[src/logic/board_pkg.sv]
/* shared constants and types for the board register block
   timer values assume one tick per 256 sysclk cycles, at about 49 MHz
   status and command layouts assume NUM_AXES == 4 */

package board_pkg;

    // ------------------------------------------------------------------------
    // address map
    // ------------------------------------------------------------------------
    localparam logic [3:0] ADDR_MAIN   = 4'h0;   // page in addr[15:12]
    localparam logic [3:0] REG_STATUS  = 4'h0;
    localparam logic [3:0] REG_TIMEOUT = 4'h3;
    localparam logic [3:0] REG_VERSION = 4'h4;
    localparam logic [3:0] REG_TEMPSNS = 4'h5;
    localparam logic [3:0] REG_DIGIN   = 4'ha;
    localparam logic [3:0] REG_DEBUG   = 4'hf;

    localparam logic [31:0] FW_VERSION = 32'h0000_0007;

    // ------------------------------------------------------------------------
    // timing
    // ------------------------------------------------------------------------
    localparam logic [15:0] WDOG_PERIOD_RST = 16'h1680;  // about 30 ms
    localparam int          TICK_BITS       = 8;         // tick every 256 clocks
    localparam logic [15:0] MV_SETTLE_TICKS = 16'd7680;  // about 40 ms
    localparam int          NUM_AXES        = 4;

    typedef enum logic [1:0] {
        PWR_OFF  = 2'd0,
        PWR_WAIT = 2'd1,   // power on, motor voltage still settling
        PWR_ON   = 2'd2,
        PWR_TRIP = 2'd3    // watchdog trip
    } pwr_state_t;

    // status write, each value bit only acts when its mask bit is set
    typedef struct packed {
        logic [11:0]         unused;
        logic                pwr_mask;      // bit 19
        logic                pwr_value;
        logic                relay_mask;    // bit 17
        logic                relay_value;
        logic [3:0]          mask_hi;       // axes 5..8 of larger boards
        logic [NUM_AXES-1:0] amp_mask;      // bits 11:8
        logic [3:0]          value_hi;
        logic [NUM_AXES-1:0] amp_value;     // bits 3:0, 1 = enable
    } status_cmd_t;

    // same host word, seen as plain data or as power commands
    typedef union packed {
        logic [31:0] raw;
        status_cmd_t cmd;
    } wdata_u;

    typedef struct packed {
        logic [3:0]          num_chan;
        logic [3:0]          board_id;
        logic                wdog_timeout;
        logic [2:0]          reserved;
        logic                mv_good;
        logic                pwr_enable;
        logic                relay_open;
        logic                relay_on;
        logic                mv_fault;
        logic [2:0]          reserved2;
        logic [NUM_AXES-1:0] fault;
        logic [NUM_AXES-1:0] safety_amp_disable;
        logic [NUM_AXES-1:0] amp_enabled;
    } status_word_t;

    // board pins, per-axis fields with axis 1 in bit 0
    typedef struct packed {
        logic [NUM_AXES-1:0] enc_a;
        logic [NUM_AXES-1:0] enc_b;
        logic [NUM_AXES-1:0] enc_i;
        logic [NUM_AXES-1:0] neg_limit;
        logic [NUM_AXES-1:0] pos_limit;
        logic [NUM_AXES-1:0] home;
        logic [NUM_AXES-1:0] fault;
        logic                relay;       // safety relay sense
        logic                mv_faultn;   // motor supply fault, active low
        logic                mv_good;
        logic                v_fault;     // encoder supply fault
        logic [3:0]          board_id;    // rotary switch
        logic [15:0]         temp_sense;
        logic [NUM_AXES-1:0] dout_low;
        logic [NUM_AXES-1:0] safety_amp_disable;
    } board_in_t;

endpackage

[src/logic/board_reg_file.sv]
/* main page of the register bus, plain write strobe and no read strobe
   reads return one cycle after reg_raddr, held during a main-page write */

module board_reg_file import board_pkg::*; (
    input  logic         sysclk,
    input  logic         rst,
    input  logic [15:0]  reg_raddr,
    input  logic [15:0]  reg_waddr,
    input  logic [31:0]  reg_wdata,
    input  logic         reg_wen,
    input  board_in_t    pins,
    input  status_word_t status,        // assembled by the power FSM
    output logic [31:0]  reg_rdata,
    output logic         status_wr,     // one-cycle pulse
    output wdata_u       wdata,
    output logic [15:0]  wdog_period
);

    logic        write_main;
    logic        read_main;
    logic [31:0] reg_debug;
    logic [31:0] digin;

    // ------------------------------------------------------------------------
    // write decode
    // ------------------------------------------------------------------------
    // only offsets 0x00..0x0f of the page belong here
    assign write_main = reg_wen && (reg_waddr[15:12] == ADDR_MAIN)
                        && (reg_waddr[7:4] == 4'd0);
    assign read_main  = (reg_raddr[15:12] == ADDR_MAIN) && (reg_raddr[7:4] == 4'd0);
    assign status_wr  = write_main && (reg_waddr[3:0] == REG_STATUS);
    assign wdata.raw  = reg_wdata;      // FSM decodes it as cmd

    // digital inputs, bit 30 was a spare I/O and stays 0
    assign digin = {pins.v_fault, 1'b0, 2'd0,
                    pins.enc_a, pins.enc_b, pins.enc_i,
                    pins.dout_low,
                    pins.neg_limit, pins.pos_limit, pins.home};

    // ------------------------------------------------------------------------
    // writable registers
    // ------------------------------------------------------------------------
    always_ff @(posedge sysclk) begin
        if (rst) begin
            wdog_period <= WDOG_PERIOD_RST;
            reg_debug   <= 32'd0;
        end else if (write_main) begin
            case (reg_waddr[3:0])
                REG_TIMEOUT: wdog_period <= wdata.raw[15:0];  // 0 stops the watchdog
                REG_DEBUG:   reg_debug   <= wdata.raw;
                default: ;                  // status handled in the FSM
            endcase
        end
    end

    // ------------------------------------------------------------------------
    // read mux, registered
    // ------------------------------------------------------------------------
    always_ff @(posedge sysclk) begin
        if (rst) begin
            reg_rdata <= 32'd0;
        end else if (!write_main) begin
            if (!read_main) begin
                reg_rdata <= 32'd0;         // off page
            end else begin
                case (reg_raddr[3:0])
                    REG_STATUS:  reg_rdata <= status;
                    REG_TIMEOUT: reg_rdata <= {16'd0, wdog_period};
                    REG_VERSION: reg_rdata <= FW_VERSION;
                    REG_TEMPSNS: reg_rdata <= {16'd0, pins.temp_sense};
                    REG_DIGIN:   reg_rdata <= digin;
                    REG_DEBUG:   reg_rdata <= reg_debug;
                    default:     reg_rdata <= 32'd0;
                endcase
            end
        end
    end

endmodule

[src/logic/board_timers.sv]
/* watchdog and motor-voltage settle timers, both stepped by one prescaler tick
   the watchdog runs only while wdog_period is nonzero */

module board_timers import board_pkg::*; (
    input  logic        sysclk,
    input  logic        rst,
    input  logic        reg_wen,        // any host write, any page
    input  logic        wdog_clear,     // power-up command
    input  logic [15:0] wdog_period,
    input  logic        mv_good,
    output logic        wdog_timeout,   // sticky until wdog_clear
    output logic        mv_settled
);

    logic [TICK_BITS-1:0] presc;
    logic                 tick;
    logic [15:0]          wdog_count;
    logic [15:0]          mv_count;

    // ------------------------------------------------------------------------
    // prescaler
    // ------------------------------------------------------------------------
    always_ff @(posedge sysclk) begin
        if (rst)
            presc <= '0;
        else
            presc <= presc + TICK_BITS'(1);  // free running
    end

    assign tick = &presc;               // one cycle in 2**TICK_BITS

    // ------------------------------------------------------------------------
    // watchdog
    // ------------------------------------------------------------------------
    always_ff @(posedge sysclk) begin
        if (rst) begin
            wdog_count   <= 16'd0;
            wdog_timeout <= 1'b0;
        end else if (wdog_clear) begin
            wdog_count   <= 16'd0;
            wdog_timeout <= 1'b0;
        end else if (reg_wen) begin
            wdog_count   <= 16'd0;      // host is alive
        end else if (tick && (wdog_period != 16'd0)) begin
            if (wdog_count < wdog_period)
                wdog_count <= wdog_count + 16'd1;
            else
                wdog_timeout <= 1'b1;   // tick after reaching the period
        end
    end

    // ------------------------------------------------------------------------
    // motor voltage settle
    // ------------------------------------------------------------------------
    always_ff @(posedge sysclk) begin
        if (rst) begin
            mv_count   <= 16'd0;
            mv_settled <= 1'b0;
        end else if (!mv_good) begin
            mv_count   <= 16'd0;        // restart on any dropout
            mv_settled <= 1'b0;
        end else if (tick) begin
            if (mv_count < MV_SETTLE_TICKS)
                mv_count <= mv_count + 16'd1;
            else
                mv_settled <= 1'b1;
        end
    end

endmodule

[src/logic/power_ctrl_fsm.sv]
/* board power FSM with relay control and sticky per-axis amp disables
   an axis enable only takes effect if power was already on before the write */

module power_ctrl_fsm import board_pkg::*; (
    input  logic                sysclk,
    input  logic                rst,
    input  logic                status_wr,
    input  wdata_u              wdata,
    input  logic                wdog_timeout,
    input  logic                mv_settled,
    input  logic [NUM_AXES-1:0] safety_amp_disable,
    input  logic                mv_good,
    input  logic                mv_faultn,
    input  logic                relay,
    input  logic [NUM_AXES-1:0] fault,
    input  logic [3:0]          board_id,
    output logic                pwr_enable,
    output logic                relay_on,
    output logic [NUM_AXES-1:0] amp_disable,   // to the amplifiers, 1 = off
    output logic                wdog_clear,
    output status_word_t        status
);

    pwr_state_t          state;
    pwr_state_t          state_nxt;
    logic [NUM_AXES-1:0] axis_dis;      // sticky disables
    logic [NUM_AXES-1:0] axis_dis_nxt;
    logic [NUM_AXES-1:0] amp_en_cmd;
    logic                pwr_on_cmd;
    logic                pwr_off_cmd;

    // command decode, mask and value both set
    assign pwr_on_cmd  = status_wr & wdata.cmd.pwr_mask & wdata.cmd.pwr_value;
    assign pwr_off_cmd = status_wr & wdata.cmd.pwr_mask & ~wdata.cmd.pwr_value;
    assign amp_en_cmd  = {NUM_AXES{status_wr}} & wdata.cmd.amp_mask & wdata.cmd.amp_value;
    assign wdog_clear  = pwr_on_cmd | (|amp_en_cmd);

    // ------------------------------------------------------------------------
    // next state
    // ------------------------------------------------------------------------
    always_comb begin
        state_nxt = state;
        case (state)
            PWR_OFF:
                if (pwr_on_cmd)
                    state_nxt = PWR_WAIT;
            PWR_WAIT:
                if (pwr_off_cmd)
                    state_nxt = PWR_OFF;
                else if (wdog_timeout && !wdog_clear)
                    state_nxt = PWR_TRIP;
                else if (mv_settled)
                    state_nxt = PWR_ON;
            PWR_ON:
                if (pwr_off_cmd)
                    state_nxt = PWR_OFF;
                else if (wdog_timeout && !wdog_clear)
                    state_nxt = PWR_TRIP;
                else if (!mv_settled)
                    state_nxt = PWR_WAIT;   // voltage dropped
            PWR_TRIP:
                if (pwr_on_cmd)
                    state_nxt = PWR_WAIT;   // only way out
            default:
                state_nxt = PWR_OFF;
        endcase
    end

    // ------------------------------------------------------------------------
    // sticky axis disables
    // ------------------------------------------------------------------------
    always_comb begin
        axis_dis_nxt = axis_dis;
        if (status_wr) begin
            for (int i = 0; i < NUM_AXES; i++) begin
                if (wdata.cmd.amp_mask[i])
                    axis_dis_nxt[i] = ~wdata.cmd.amp_value[i];
            end
            if (!pwr_enable || pwr_off_cmd)
                axis_dis_nxt = '1;          // no power, no axes
        end
        if (state_nxt == PWR_TRIP)
            axis_dis_nxt = '1;
        axis_dis_nxt = axis_dis_nxt | safety_amp_disable;
    end

    always_ff @(posedge sysclk) begin
        if (rst) begin
            state      <= PWR_OFF;
            pwr_enable <= 1'b0;
            relay_on   <= 1'b0;
            axis_dis   <= '1;
        end else begin
            state    <= state_nxt;
            axis_dis <= axis_dis_nxt;
            if (status_wr && wdata.cmd.pwr_mask)
                pwr_enable <= wdata.cmd.pwr_value;
            if (status_wr && wdata.cmd.relay_mask)
                relay_on <= wdata.cmd.relay_value;
        end
    end

    // all axes held off until power is on and settled
    assign amp_disable = axis_dis | {NUM_AXES{(state != PWR_ON) || !mv_settled}};

    always_comb begin
        status                    = '0;
        status.num_chan           = 4'(NUM_AXES);
        status.board_id           = board_id;
        status.wdog_timeout       = wdog_timeout;
        status.mv_good            = mv_good;
        status.pwr_enable         = pwr_enable;
        status.relay_open         = ~relay;
        status.relay_on           = relay_on;
        status.mv_fault           = ~mv_faultn;
        status.fault              = fault;       // 1 = amp ok
        status.safety_amp_disable = safety_amp_disable;
        status.amp_enabled        = ~axis_dis;
    end

endmodule

[src/logic/board_top.sv]
/* board register block, main page only, single sysclk domain */

module board_top import board_pkg::*; (
    input  logic                sysclk,
    input  logic                rst,
    input  logic [15:0]         reg_raddr,
    input  logic [15:0]         reg_waddr,
    input  logic [31:0]         reg_wdata,
    input  logic                reg_wen,
    input  board_in_t           pins,
    output logic [31:0]         reg_rdata,
    output logic                pwr_enable,
    output logic                relay_on,
    output logic [NUM_AXES-1:0] amp_disable
);

    logic         status_wr;
    wdata_u       wdata;
    logic [15:0]  wdog_period;
    logic         wdog_clear;
    logic         wdog_timeout;
    logic         mv_settled;
    status_word_t status;

    board_reg_file regs0 (
        .sysclk      (sysclk),
        .rst         (rst),
        .reg_raddr   (reg_raddr),
        .reg_waddr   (reg_waddr),
        .reg_wdata   (reg_wdata),
        .reg_wen     (reg_wen),
        .pins        (pins),
        .status      (status),
        .reg_rdata   (reg_rdata),
        .status_wr   (status_wr),
        .wdata       (wdata),
        .wdog_period (wdog_period)
    );

    board_timers timers0 (
        .sysclk       (sysclk),
        .rst          (rst),
        .reg_wen      (reg_wen),     // any page resets the watchdog
        .wdog_clear   (wdog_clear),
        .wdog_period  (wdog_period),
        .mv_good      (pins.mv_good),
        .wdog_timeout (wdog_timeout),
        .mv_settled   (mv_settled)
    );

    power_ctrl_fsm pwr0 (
        .sysclk             (sysclk),
        .rst                (rst),
        .status_wr          (status_wr),
        .wdata              (wdata),
        .wdog_timeout       (wdog_timeout),
        .mv_settled         (mv_settled),
        .safety_amp_disable (pins.safety_amp_disable),
        .mv_good            (pins.mv_good),
        .mv_faultn          (pins.mv_faultn),
        .relay              (pins.relay),
        .fault              (pins.fault),
        .board_id           (pins.board_id),
        .pwr_enable         (pwr_enable),
        .relay_on           (relay_on),
        .amp_disable        (amp_disable),
        .wdog_clear         (wdog_clear),
        .status             (status)
    );

endmodule

[config.mk]
export PLATFORM = sky130hd
export DESIGN_NAME = board_top
export DESIGN_NICKNAME = d
export VERILOG_FILES = /design/src/logic/board_pkg.sv /design/src/logic/board_reg_file.sv /design/src/logic/board_timers.sv /design/src/logic/power_ctrl_fsm.sv /design/src/logic/board_top.sv
export SDC_FILE = /design/constraint.sdc
export NUM_CORES = 1
export LEC_CHECK = 0
export ABC_AREA = 0
export BUFFER_PORTS_ARGS = -buffer_cell sky130_fd_sc_hd__buf_2
export CAP_MARGIN = 0
export CORE_ASPECT_RATIO = 1.1
export CORE_MARGIN = 2
export CORE_UTILIZATION = 53
export CTS_CLUSTER_DIAMETER = 30
export CTS_CLUSTER_SIZE = 16
export DETAILED_ROUTE_END_ITERATION = 12
export HOLD_SLACK_MARGIN = 0.12
export PLACE_DENSITY = 0.9
export REMOVE_ABC_BUFFERS = 1
export SLEW_MARGIN = 25
export SYNTH_ARGS = -nofsm -noshare
export SYNTH_HDL_FRONTEND = slang
export SYNTH_SLANG_ARGS = --single-unit
[constraint.sdc]
create_clock -name sysclk -period 3.22 [get_ports sysclk]
set_input_delay 0.322 -clock sysclk [delete_from_list [all_inputs] [get_ports sysclk]]
set_output_delay 0.322 -clock sysclk [all_outputs]
set_load 0.02 [all_outputs]
### Yosys cells after proc, flatten, opt, wreduce, memory -nomap -nowiden

Index checks and enable logic that the tools add are counted.

| cells by class | value |
|---|---|
| add/subtract/negate cells | 3 |
| magnitude comparators | 2 |
| equal/unequal tests | 12 |
| multiplexer cells | 17 |
| bitwise operators | 20 |
| reduce and logical (&&, ||, !) cells | 33 |

Operator list:

| operator | count |
|---|---|
| 32-bit one-hot mux with 6 select lines | 1 |
| 16-bit by 1-bit adder with 16-bit output, second input constant | 2 |
| 32-bit 2-to-1 mux | 1 |
| 4-bit zero test | 6 |
| 9-bit AND reduction | 2 |
| 16-bit by 13-bit < comparator with 1-bit output, second input constant | 1 |
| 16-bit < comparator | 1 |
| 16-bit nonzero test | 1 |
| 2-bit 2-to-1 mux | 7 |
| 4-bit equality test, second input constant | 3 |
| 4-bit 2-to-1 mux | 3 |
| 1-bit inverter | 11 |
| 8-bit by 1-bit adder with 8-bit output, second input constant | 1 |
| 4-bit AND | 2 |
| 4-bit by 2-bit equality test with 1-bit output, second input constant | 2 |
| 4-bit by 3-bit equality test with 1-bit output, second input constant | 2 |
| 1-bit logical AND | 8 |
| 4-bit OR | 2 |
| 8-bit AND reduction | 1 |
| 2-bit equality test, second input constant | 3 |
| 2-bit one-hot mux with 3 select lines | 1 |
| 2-bit AND reduction | 3 |
| 2-bit OR reduction | 3 |
| 1-bit 2-to-1 mux | 4 |
| other kinds (11) | 16 |

| word-level totals | value |
|---|---|
| flip-flop bits (word level) | 130 |
| input port bits | 127 |
| output and inout bits | 38 |
| word-level logic and storage cells | 99 |

### Depth between registers and ports, before layout

Gate-level depths: netlist (run 1).

| depth | value |
|---|---|
| depth after elaboration | 16 |
| gate-level depth with buffers | 10 |
| gate-level depth less buffers | 8 |

### Hierarchy

A second synthesis (run 1) with hierarchy kept.

| second synthesis, totals | value |
|---|---|
| cells, all modules | 895 |
| area, all modules | 7444.6 um2 |

By module, submodules not included:

| module | times used | cells each | area an instance (um2) | seq. area each (um2) |
|---|---|---|---|---|
| board_reg_file | 1 | 506 | 4113.9 | 1601.5 |
| board_timers | 1 | 281 | 2531.2 | 840.8 |
| power_ctrl_fsm | 1 | 108 | 799.5 | 160.2 |

### Worst setup path after synthesis (run 1)

No wires, ideal clock.

| timing path | value |
|---|---|
| kind | register to register |
| from | register regs0.wdog_period[11] |
| to | register timers0.wdog_count[8] |
| library setup time | 0.059 ns |
| arrival time | 2.172 ns |
| required time | 3.161 ns |
| slack | 0.988 ns |
| cell stages (with the launch flop) | 9 |
| path buffers | 0 |
| period minus slack after synthesis | 2.232 ns |
| path through | dfxtp_1 inv_1 ha_1 a211oi_1 o211ai_1 a2111oi_2 o21ai_2 or4_1 nand2_1 |

| on the way | value |
|---|---|
| longest elaborated chain between the ends | 3 |
| elaborated cells between the ends (all ways) | 4 |

RTL lines:

| item | RTL line | source |
|---|---|---|
| from (decl) | board_reg_file.sv:16 | `output logic [15:0] wdog_period` |
| from (signal assigned) | board_reg_file.sv:49 | `REG_TIMEOUT: wdog_period <= wdata.raw[15:0];` |
| branches (longest 2 deep; another with 16-bit < comparator) | -- |  |
| 2-bit AND reduction (no line) (*) | -- |  |
| to (signal assigned) | board_timers.sv:46 | `wdog_count <= wdog_count + 16'd1;` |
| to (decl) | board_timers.sv:17 | `logic [15:0] wdog_count;` |

Mark *: on every way between the ends.
A chain may end at the register's enable or synchronous reset.

### Worst setup path in the final report (run 1)

| timing path | value |
|---|---|
| from | register regs0.wdog_period[2] |
| to | register timers0.wdog_count[14] |

Same word-level chain as after synthesis.

==> results of run 1 <==
cells in the final DEF, fill, tap and decap left out, types with 17 or more instances in the layout:
master / instances
sky130_fd_sc_hd__a22oi_1: 23
sky130_fd_sc_hd__nor2_1: 77
sky130_fd_sc_hd__clkbuf_16: 17
sky130_fd_sc_hd__nand2_1: 140
sky130_fd_sc_hd__o21ai_0: 25
sky130_fd_sc_hd__a222oi_1: 25
sky130_fd_sc_hd__inv_1: 36
sky130_fd_sc_hd__dfxtp_1: 130
sky130_fd_sc_hd__buf_2: 156
sky130_fd_sc_hd__ha_1: 20
sky130_fd_sc_hd__a21oi_1: 74
sky130_fd_sc_hd__or3_1: 17
stage by stage:
stage               std cells  hold WS, ns  utilization, %  worst slack, ns  total power, mW
detailed placement       1047        0.422            62.4            0.580             1.84
floorplan                 728        0.389               -            0.359             1.70
global route             1079        0.140            67.4            0.379             3.77
finish                   1079        0.138            67.4            0.454             3.66
global placement         1047        0.417            62.4            0.738             1.83
CTS                      1079        0.132            67.4            0.548             3.67
path summary, 6_finish.rpt:
check                                           from                     end  slack, ns  cells past startpoint
worst max-delay path            regs0.wdog_period[2]  timers0.wdog_count[14]       0.45                      8
worst min-delay path                   reg_wdata[28]     regs0.reg_debug[28]       0.14                      3
worst max register to register  regs0.wdog_period[2]  timers0.wdog_count[14]       0.45                      8
worst min register to register  timers0.mv_count[13]    timers0.mv_count[13]       0.43                      2
power groups by stage:
stage / Sequential [mW] / Clock (mW) / Combinational, mW
after detailed placement: 1.65 / 0 / 0.188
final: 1.61 / 1.85 / 0.194
after global placement: 1.65 / 0 / 0.186
after global routing: 1.61 / 1.94 / 0.211
after CTS: 1.61 / 1.87 / 0.190
after floorplan: 1.65 / 0 / 0.0545
per-layer routing:
metal  vias up  wire length (µm)
li1       3057                 -
met1      3039              7060
met5         -                11
met4         2               827
met2       380              8680
met3        77              1900
flip-flops by register name, indices dropped and copies added (netlist names):
| register | cells |
|---|---|
| regs0.reg_debug | 32 |
| pwr0.axis_dis | 4 |
| regs0.wdog_period | 16 |
| pwr0.pwr_enable | 1 |
| timers0.mv_settled | 1 |
| regs0.reg_rdata | 32 |
| timers0.wdog_timeout | 1 |
| timers0.wdog_count | 16 |
| timers0.mv_count | 16 |
| pwr0.state | 2 |
| pwr0.relay_on | 1 |
| timers0.presc | 8 |
logic make-up after synthesis:
group                    share of synthesized area [%]
AO/OA/AOI/OAI                                     21.0
XOR/XNOR                                          2.93
adder cells (fa/ha/maj)                           3.99
buffers and inverters                             5.17
flip-flops                                        41.5
multiplexers                                      2.23
AND/OR/NAND/NOR                                   23.2
worst max-delay path, cell delays in order (launching register included):
cell,delay (ns)
sky130_fd_sc_hd__dfxtp_1,0.45
sky130_fd_sc_hd__inv_1,0.08
sky130_fd_sc_hd__ha_1,0.33
sky130_fd_sc_hd__a211oi_1,0.25
sky130_fd_sc_hd__o21ai_0,0.13
sky130_fd_sc_hd__a21oi_1,0.40
sky130_fd_sc_hd__o2111ai_1,0.41
sky130_fd_sc_hd__or3_1,0.45
sky130_fd_sc_hd__a21oi_1,0.18
cell type report:
cell class | instances | area, µm² | area share [%]
Timing Repair Buffer | 169 | 878 | 11.3
Clock inverter | 11 | 111 | 1.44
Clock buffer | 21 | 460 | 5.94
Tap cell | 150 | 188 | 2.42
Sequential cell | 130 | 2600 | 33.6
Inverter | 36 | 135 | 1.74
Multi-Input combinational cell | 562 | 3370 | 43.5
==> results_dict.tcl, run 1 <==
set metrics [dict create \
    worst_setup_path_start_kind "flop" \
    vias 6555 \
    post_synth.cell_area_avg_um2 8.10 \
    number_of_diodes_added_for_antenna_fixing 0 \
    routing_usage_on_met3_pct 7.03 \
    timing.final.setup_violations 0 \
    achievable-frequency_mhz 362 \
    cap_viol_max_count 0 \
    use_met2_pct 48.0 \
    initial_core_util_pct 54.6 \
    timing.final.crit_period_ns 2.77 \
    sw_frac_of_total_pct 21.8 \
    worst_slew_pin_slew_ns 0.896 \
    grt_max_degree 38 \
    quantity_of_hold_fixing_buffers_added_after_cts 0 \
    detail_route.wirelength_um 18500 \
    clock_skew_ns 0.00841 \
    floorplan.io_pins 165 \
    fillCellCount 888 \
    ys_seq_area_share_pct 41.5 \
    end_kind "flop" \
    internal-power_mw 2.87 \
    grt_remaining_overflow 0 \
    min_period_over_period_pct 85.9 \
    power.ir.vdd_worst_mv 0.305 \
    grt.met1_usage_pct 34.5 \
    synthTopCellsByArea "sky130_fd_sc_hd__dfxtp_1 41%, sky130_fd_sc_hd__nand2_1 8.4%, sky130_fd_sc_hd__a21oi_1 5.9%, sky130_fd_sc_hd__nor2_1 4.7%, sky130_fd_sc_hd__a222oi_1 4.0%" \
    report.final.slew_viol_count 0 \
    synthDominantAreaCellType "sky130_fd_sc_hd__dfxtp_1" \
    slew_headroom_pct 40.0 \
    fp-row-count 41 \
    status "completed" \
    detail_route.iter0.violations 744 \
    yosysMostFrequentCell "sky130_fd_sc_hd__nand2_1" \
    wire_length_of_the_first_global_routing_pass_um 29300 \
    post_drt_via_cell_ratio 6.08 \
    postLayoutCellArea_mm2 0.00775 \
    timing.setup.critical_path_class "flop to flop" \
    grt-busiest-layer "met2" \
    p_sw_mw 0.798 \
    final_hold_vio_count 0 \
    core_area_mm2 0.0115 \
    synthArstFlopShare_pct 0 \
    areaGrowthSynthToFinish_pct 23.5 \
    hold_removal_path_class "input port to flop" \
    cts-buffers-inserted 17 \
    cts_resized 0 \
    setup_repair_after_global_routing_missed_its_margin "no" \
    clock_sinks 130 \
    clockBufferDepth 2 \
    pwr-share-seq_pct 44.1 \
    vias_in_the_first_global_route 6153 \
    area_after_detailed_placement_mm2 0.00717 \
    drt_pre_antenna_iters 8 \
    clk_pin_slew_ns 0.06 \
    gpl.final_weighted_congestion 0.911 \
    antenna_found_initial 1 \
    synth.lib_cells_used.distinct 57 \
    mappedNetlistArea_mm2 0.00627 \
    clk_latency_ns 0.42 \
    post_synth_edffs 0 \
    place.detailed.hpwl_um 12800 \
    cts_root_buf "sky130_fd_sc_hd__clkbuf_16" \
    gr-usage-all-layers_pct 29.0 \
    route.detailed.drc 0 \
    die_w_um 108 \
    synth.top_cell.area_share_pct 41.5 \
    detail_route.wl_per_cell_um 17.1 \
    power.clock.fraction_pct 50.6 \
    die_area_mm2 0.0127 \
    netlist_top_cells_count "140 x sky130_fd_sc_hd__nand2_1, 130 x sky130_fd_sc_hd__dfxtp_1, 78 x sky130_fd_sc_hd__nor2_1, 74 x sky130_fd_sc_hd__a21oi_1, 37 x sky130_fd_sc_hd__clkbuf_1" \
    finalSetupTns_ns 0 \
    postSynthRegisterBits 130 \
    worstPathArrival_ns 3.10 \
    cts-htree-levels 4 \
    power.leakage_nw 3.21 \
    pwr-share-comb_pct 5.3 \
    finalNetCount 1063 \
    ant_nets 0 \
    yosys_warnings 0 \
    post-cts-setup-buffers 0 \
    placement.io_buffers 156 \
    cts_tree "yes" \
    main_flop_type_after_synthesis "sky130_fd_sc_hd__dfxtp_1" \
    vertical_extent_of_the_die_um 118 \
    synthesis.instances 774 \
    fraction_of_final_layout_cells_sized_beyond_drive_strength_1_pct 23.1 \
    p_per_area_mw_per_mm2 473 \
    critical_path_peak_fanout 9 \
    crit_required_ns 3.56 \
]
No activity file was read; power rests on OpenSTA's default activity.
==> run 2: changes to the inputs <==
--- a/config.mk
+++ b/config.mk
@@ -10,12 +10,12 @@
 export CAP_MARGIN = 0
 export CORE_ASPECT_RATIO = 1.1
 export CORE_MARGIN = 2
-export CORE_UTILIZATION = 53
+export CORE_UTILIZATION = 57
 export CTS_CLUSTER_DIAMETER = 30
 export CTS_CLUSTER_SIZE = 16
 export DETAILED_ROUTE_END_ITERATION = 12
 export HOLD_SLACK_MARGIN = 0.12
-export PLACE_DENSITY = 0.9
+export PLACE_DENSITY = 0.95
 export REMOVE_ABC_BUFFERS = 1
 export SLEW_MARGIN = 25
 export SYNTH_ARGS = -nofsm -noshare
==> constraint.sdc (replaced) <==
create_clock -name sysclk -period 3.4 [get_ports sysclk]
set_input_delay 0.34 -clock sysclk [delete_from_list [all_inputs] [get_ports sysclk]]
set_output_delay 0.34 -clock sysclk [all_outputs]
set_load 0.02 [all_outputs]
==> run 2 against run 1 <==
Maximum frequency rose by 3.7%; critical path type unchanged; core utilization grew 4.7 points; global-route usage rose by 3.4 points; via count grew 1.7%.
==> results_dict.tcl, run 2 (synthesized netlist as in run 1, its figures left out) <==
set metrics [dict create \
    status "completed" \
    grt_max_degree 57 \
    power.ir.vdd_worst_mv 0.280 \
    post_drt_via_cell_ratio 6.20 \
    ant_nets 0 \
    die_w_um 104 \
    vias 6667 \
    worstPathArrival_ns 3.03 \
    critical_path_peak_fanout 10 \
    post-route-worst-setup-slack_ns 0.734 \
    cts_root_buf "sky130_fd_sc_hd__clkbuf_16" \
    hold_removal_path_class "input port to flop" \
    fraction_of_final_layout_cells_sized_beyond_drive_strength_1_pct 23.1 \
    setup_repair_after_global_routing_missed_its_margin "no" \
    worst_slew_pin_slew_ns 1.04 \
    pwr-share-comb_pct 5.0 \
    critical_path.slowest_cell "sky130_fd_sc_hd__a2111oi_2" \
    floorplan.io_pins 165 \
    cts_tree "yes" \
    fillCellCount 782 \
    multiInputGateArea_mm2 0.00337 \
    wire_length_of_the_first_global_routing_pass_um 30800 \
    placedCellCount 1043 \
    clk_pin_slew_ns 0.06 \
    clock_sinks 130 \
    min_period_over_period_pct 78.4 \
    detail_route.wirelength_um 19200 \
    vias_in_the_first_global_route 6486 \
    die_area_mm2 0.0119 \
    cts_resized 0 \
    path_cells "inv_1 -> ha_1 -> a211oi_1 -> o211ai_1 -> a2111oi_2 -> o21ai_2 -> or4_1 -> nand2_1" \
    worst_setup_path_start_kind "flop" \
    core_area_mm2 0.0108 \
    cts-buffers-inserted 17 \
    pwr-share-seq_pct 41.3 \
    achievable-frequency_mhz 375 \
    cts-htree-levels 4 \
    finish.utilization_pct 72.1 \
    timing.final.setup_violations 0 \
    vertical_extent_of_the_die_um 114 \
    critical-path-max-stage-delay_ns 0.52 \
    place.detailed.hpwl_um 12600 \
    internal-power_mw 2.90 \
    sw_frac_of_total_pct 21.6 \
    clockBufferDepth 2 \
    gr-usage-all-layers_pct 32.4 \
    power.clock.fraction_pct 53.7 \
    dp_slack_ns 0.773 \
    detail_route.iter0.violations 860 \
    route.detailed.drc 0 \
    cp_top_family "compound AO/OA/AOI/OAI gates" \
    timing.setup.critical_path_class "flop to flop" \
    final_hold_vio_count 0 \
    reg_top3 "regs0.reg_debug (32), regs0.reg_rdata (32)" \
    areaGrowthSynthToFinish_pct 24.3 \
    timing.final.crit_period_ns 2.67 \
    post-cts-setup-buffers 0 \
    p_sw_mw 0.798 \
    placement.io_buffers 156 \
    power.leakage_nw 3.23 \
    clock_skew_ns 0.00777 \
    p_per_area_mw_per_mm2 475 \
    fp-row-count 40 \
    end_kind "flop" \
    ff_latch_area_mm2 0.00260 \
    finalNetCount 1062 \
    cap_viol_max_count 0 \
    slew_headroom_pct 30.7 \
    grt_remaining_overflow 0 \
    drt_pre_antenna_iters 9 \
    gpl.final_weighted_congestion 0.894 \
    most-common-layout-cells "156 x sky130_fd_sc_hd__buf_2, 140 x sky130_fd_sc_hd__nand2_1, 130 x sky130_fd_sc_hd__dfxtp_1, 77 x sky130_fd_sc_hd__nor2_1, 74 x sky130_fd_sc_hd__a21oi_1" \
    finish.cell_count_without_fillers 1075 \
    number_of_diodes_added_for_antenna_fixing 0 \
    crit_required_ns 3.77 \
    antenna_found_initial 0 \
    finalSetupTns_ns 0 \
    layout.cells.most_common "sky130_fd_sc_hd__buf_2" \
    cp.buffers_inverters 1 \
    report.final.slew_viol_count 0 \
    clk_latency_ns 0.42 \
    initial_core_util_pct 58.0 \
    detail_route.wl_per_cell_um 17.8 \
    quantity_of_hold_fixing_buffers_added_after_cts 0 \
]
-- run 2: final timing paths --
| path | slack [ns] | from | endpoint | cells after the start |
|---|---|---|---|---|
| worst min-delay path | 0.15 | pins[1] | pwr0.axis_dis[1] | 2 |
| worst min register to register | 0.43 | timers0.mv_count[13] | timers0.mv_count[13] | 2 |
| worst max register to register | 0.73 | regs0.wdog_period[11] | timers0.wdog_count[8] | 8 |
| worst max-delay path | 0.73 | regs0.wdog_period[11] | timers0.wdog_count[8] | 8 |
-- run 2: layout make-up --
class                           count  area share (%)
Clock buffer                       18            5.50
Tap cell                          147            2.36
Inverter                           36            1.73
Clock inverter                     14            2.71
Multi-Input combinational cell    562            43.2
Sequential cell                   130            33.4
Timing Repair Buffer              168            11.2
-- run 2: layer usage --
metal | GRT usage (%) | wire length [µm] | vias up
met5 | 0 | 0 | -
met4 | 18.2 | 876 | 0
met3 | 8.17 | 1890 | 84
met2 | 56.3 | 9300 | 419
met1 | 36.5 | 7100 | 3118
li1 | - | - | 3046
-- run 2: power groups by stage --
stage	sequential, mW	combinational (mW)	clock, mW
final	1.53	0.186	1.99
after global routing	1.53	0.198	2.07
after CTS	1.53	0.181	1.99
after detailed placement	1.56	0.177	0
after global placement	1.56	0.176	0
after floorplan	1.56	0.0516	0
-- run 2: stage by stage --
stage / power, mW / area [µm²] / hold WS, ns
global placement: 1.74 / 7160 / 0.416
detailed placement: 1.74 / 7160 / 0.422
global route: 3.80 / 7800 / 0.143
floorplan: 1.61 / 6080 / 0.407
finish: 3.70 / 7800 / 0.145
CTS: 3.70 / 7800 / 0.138
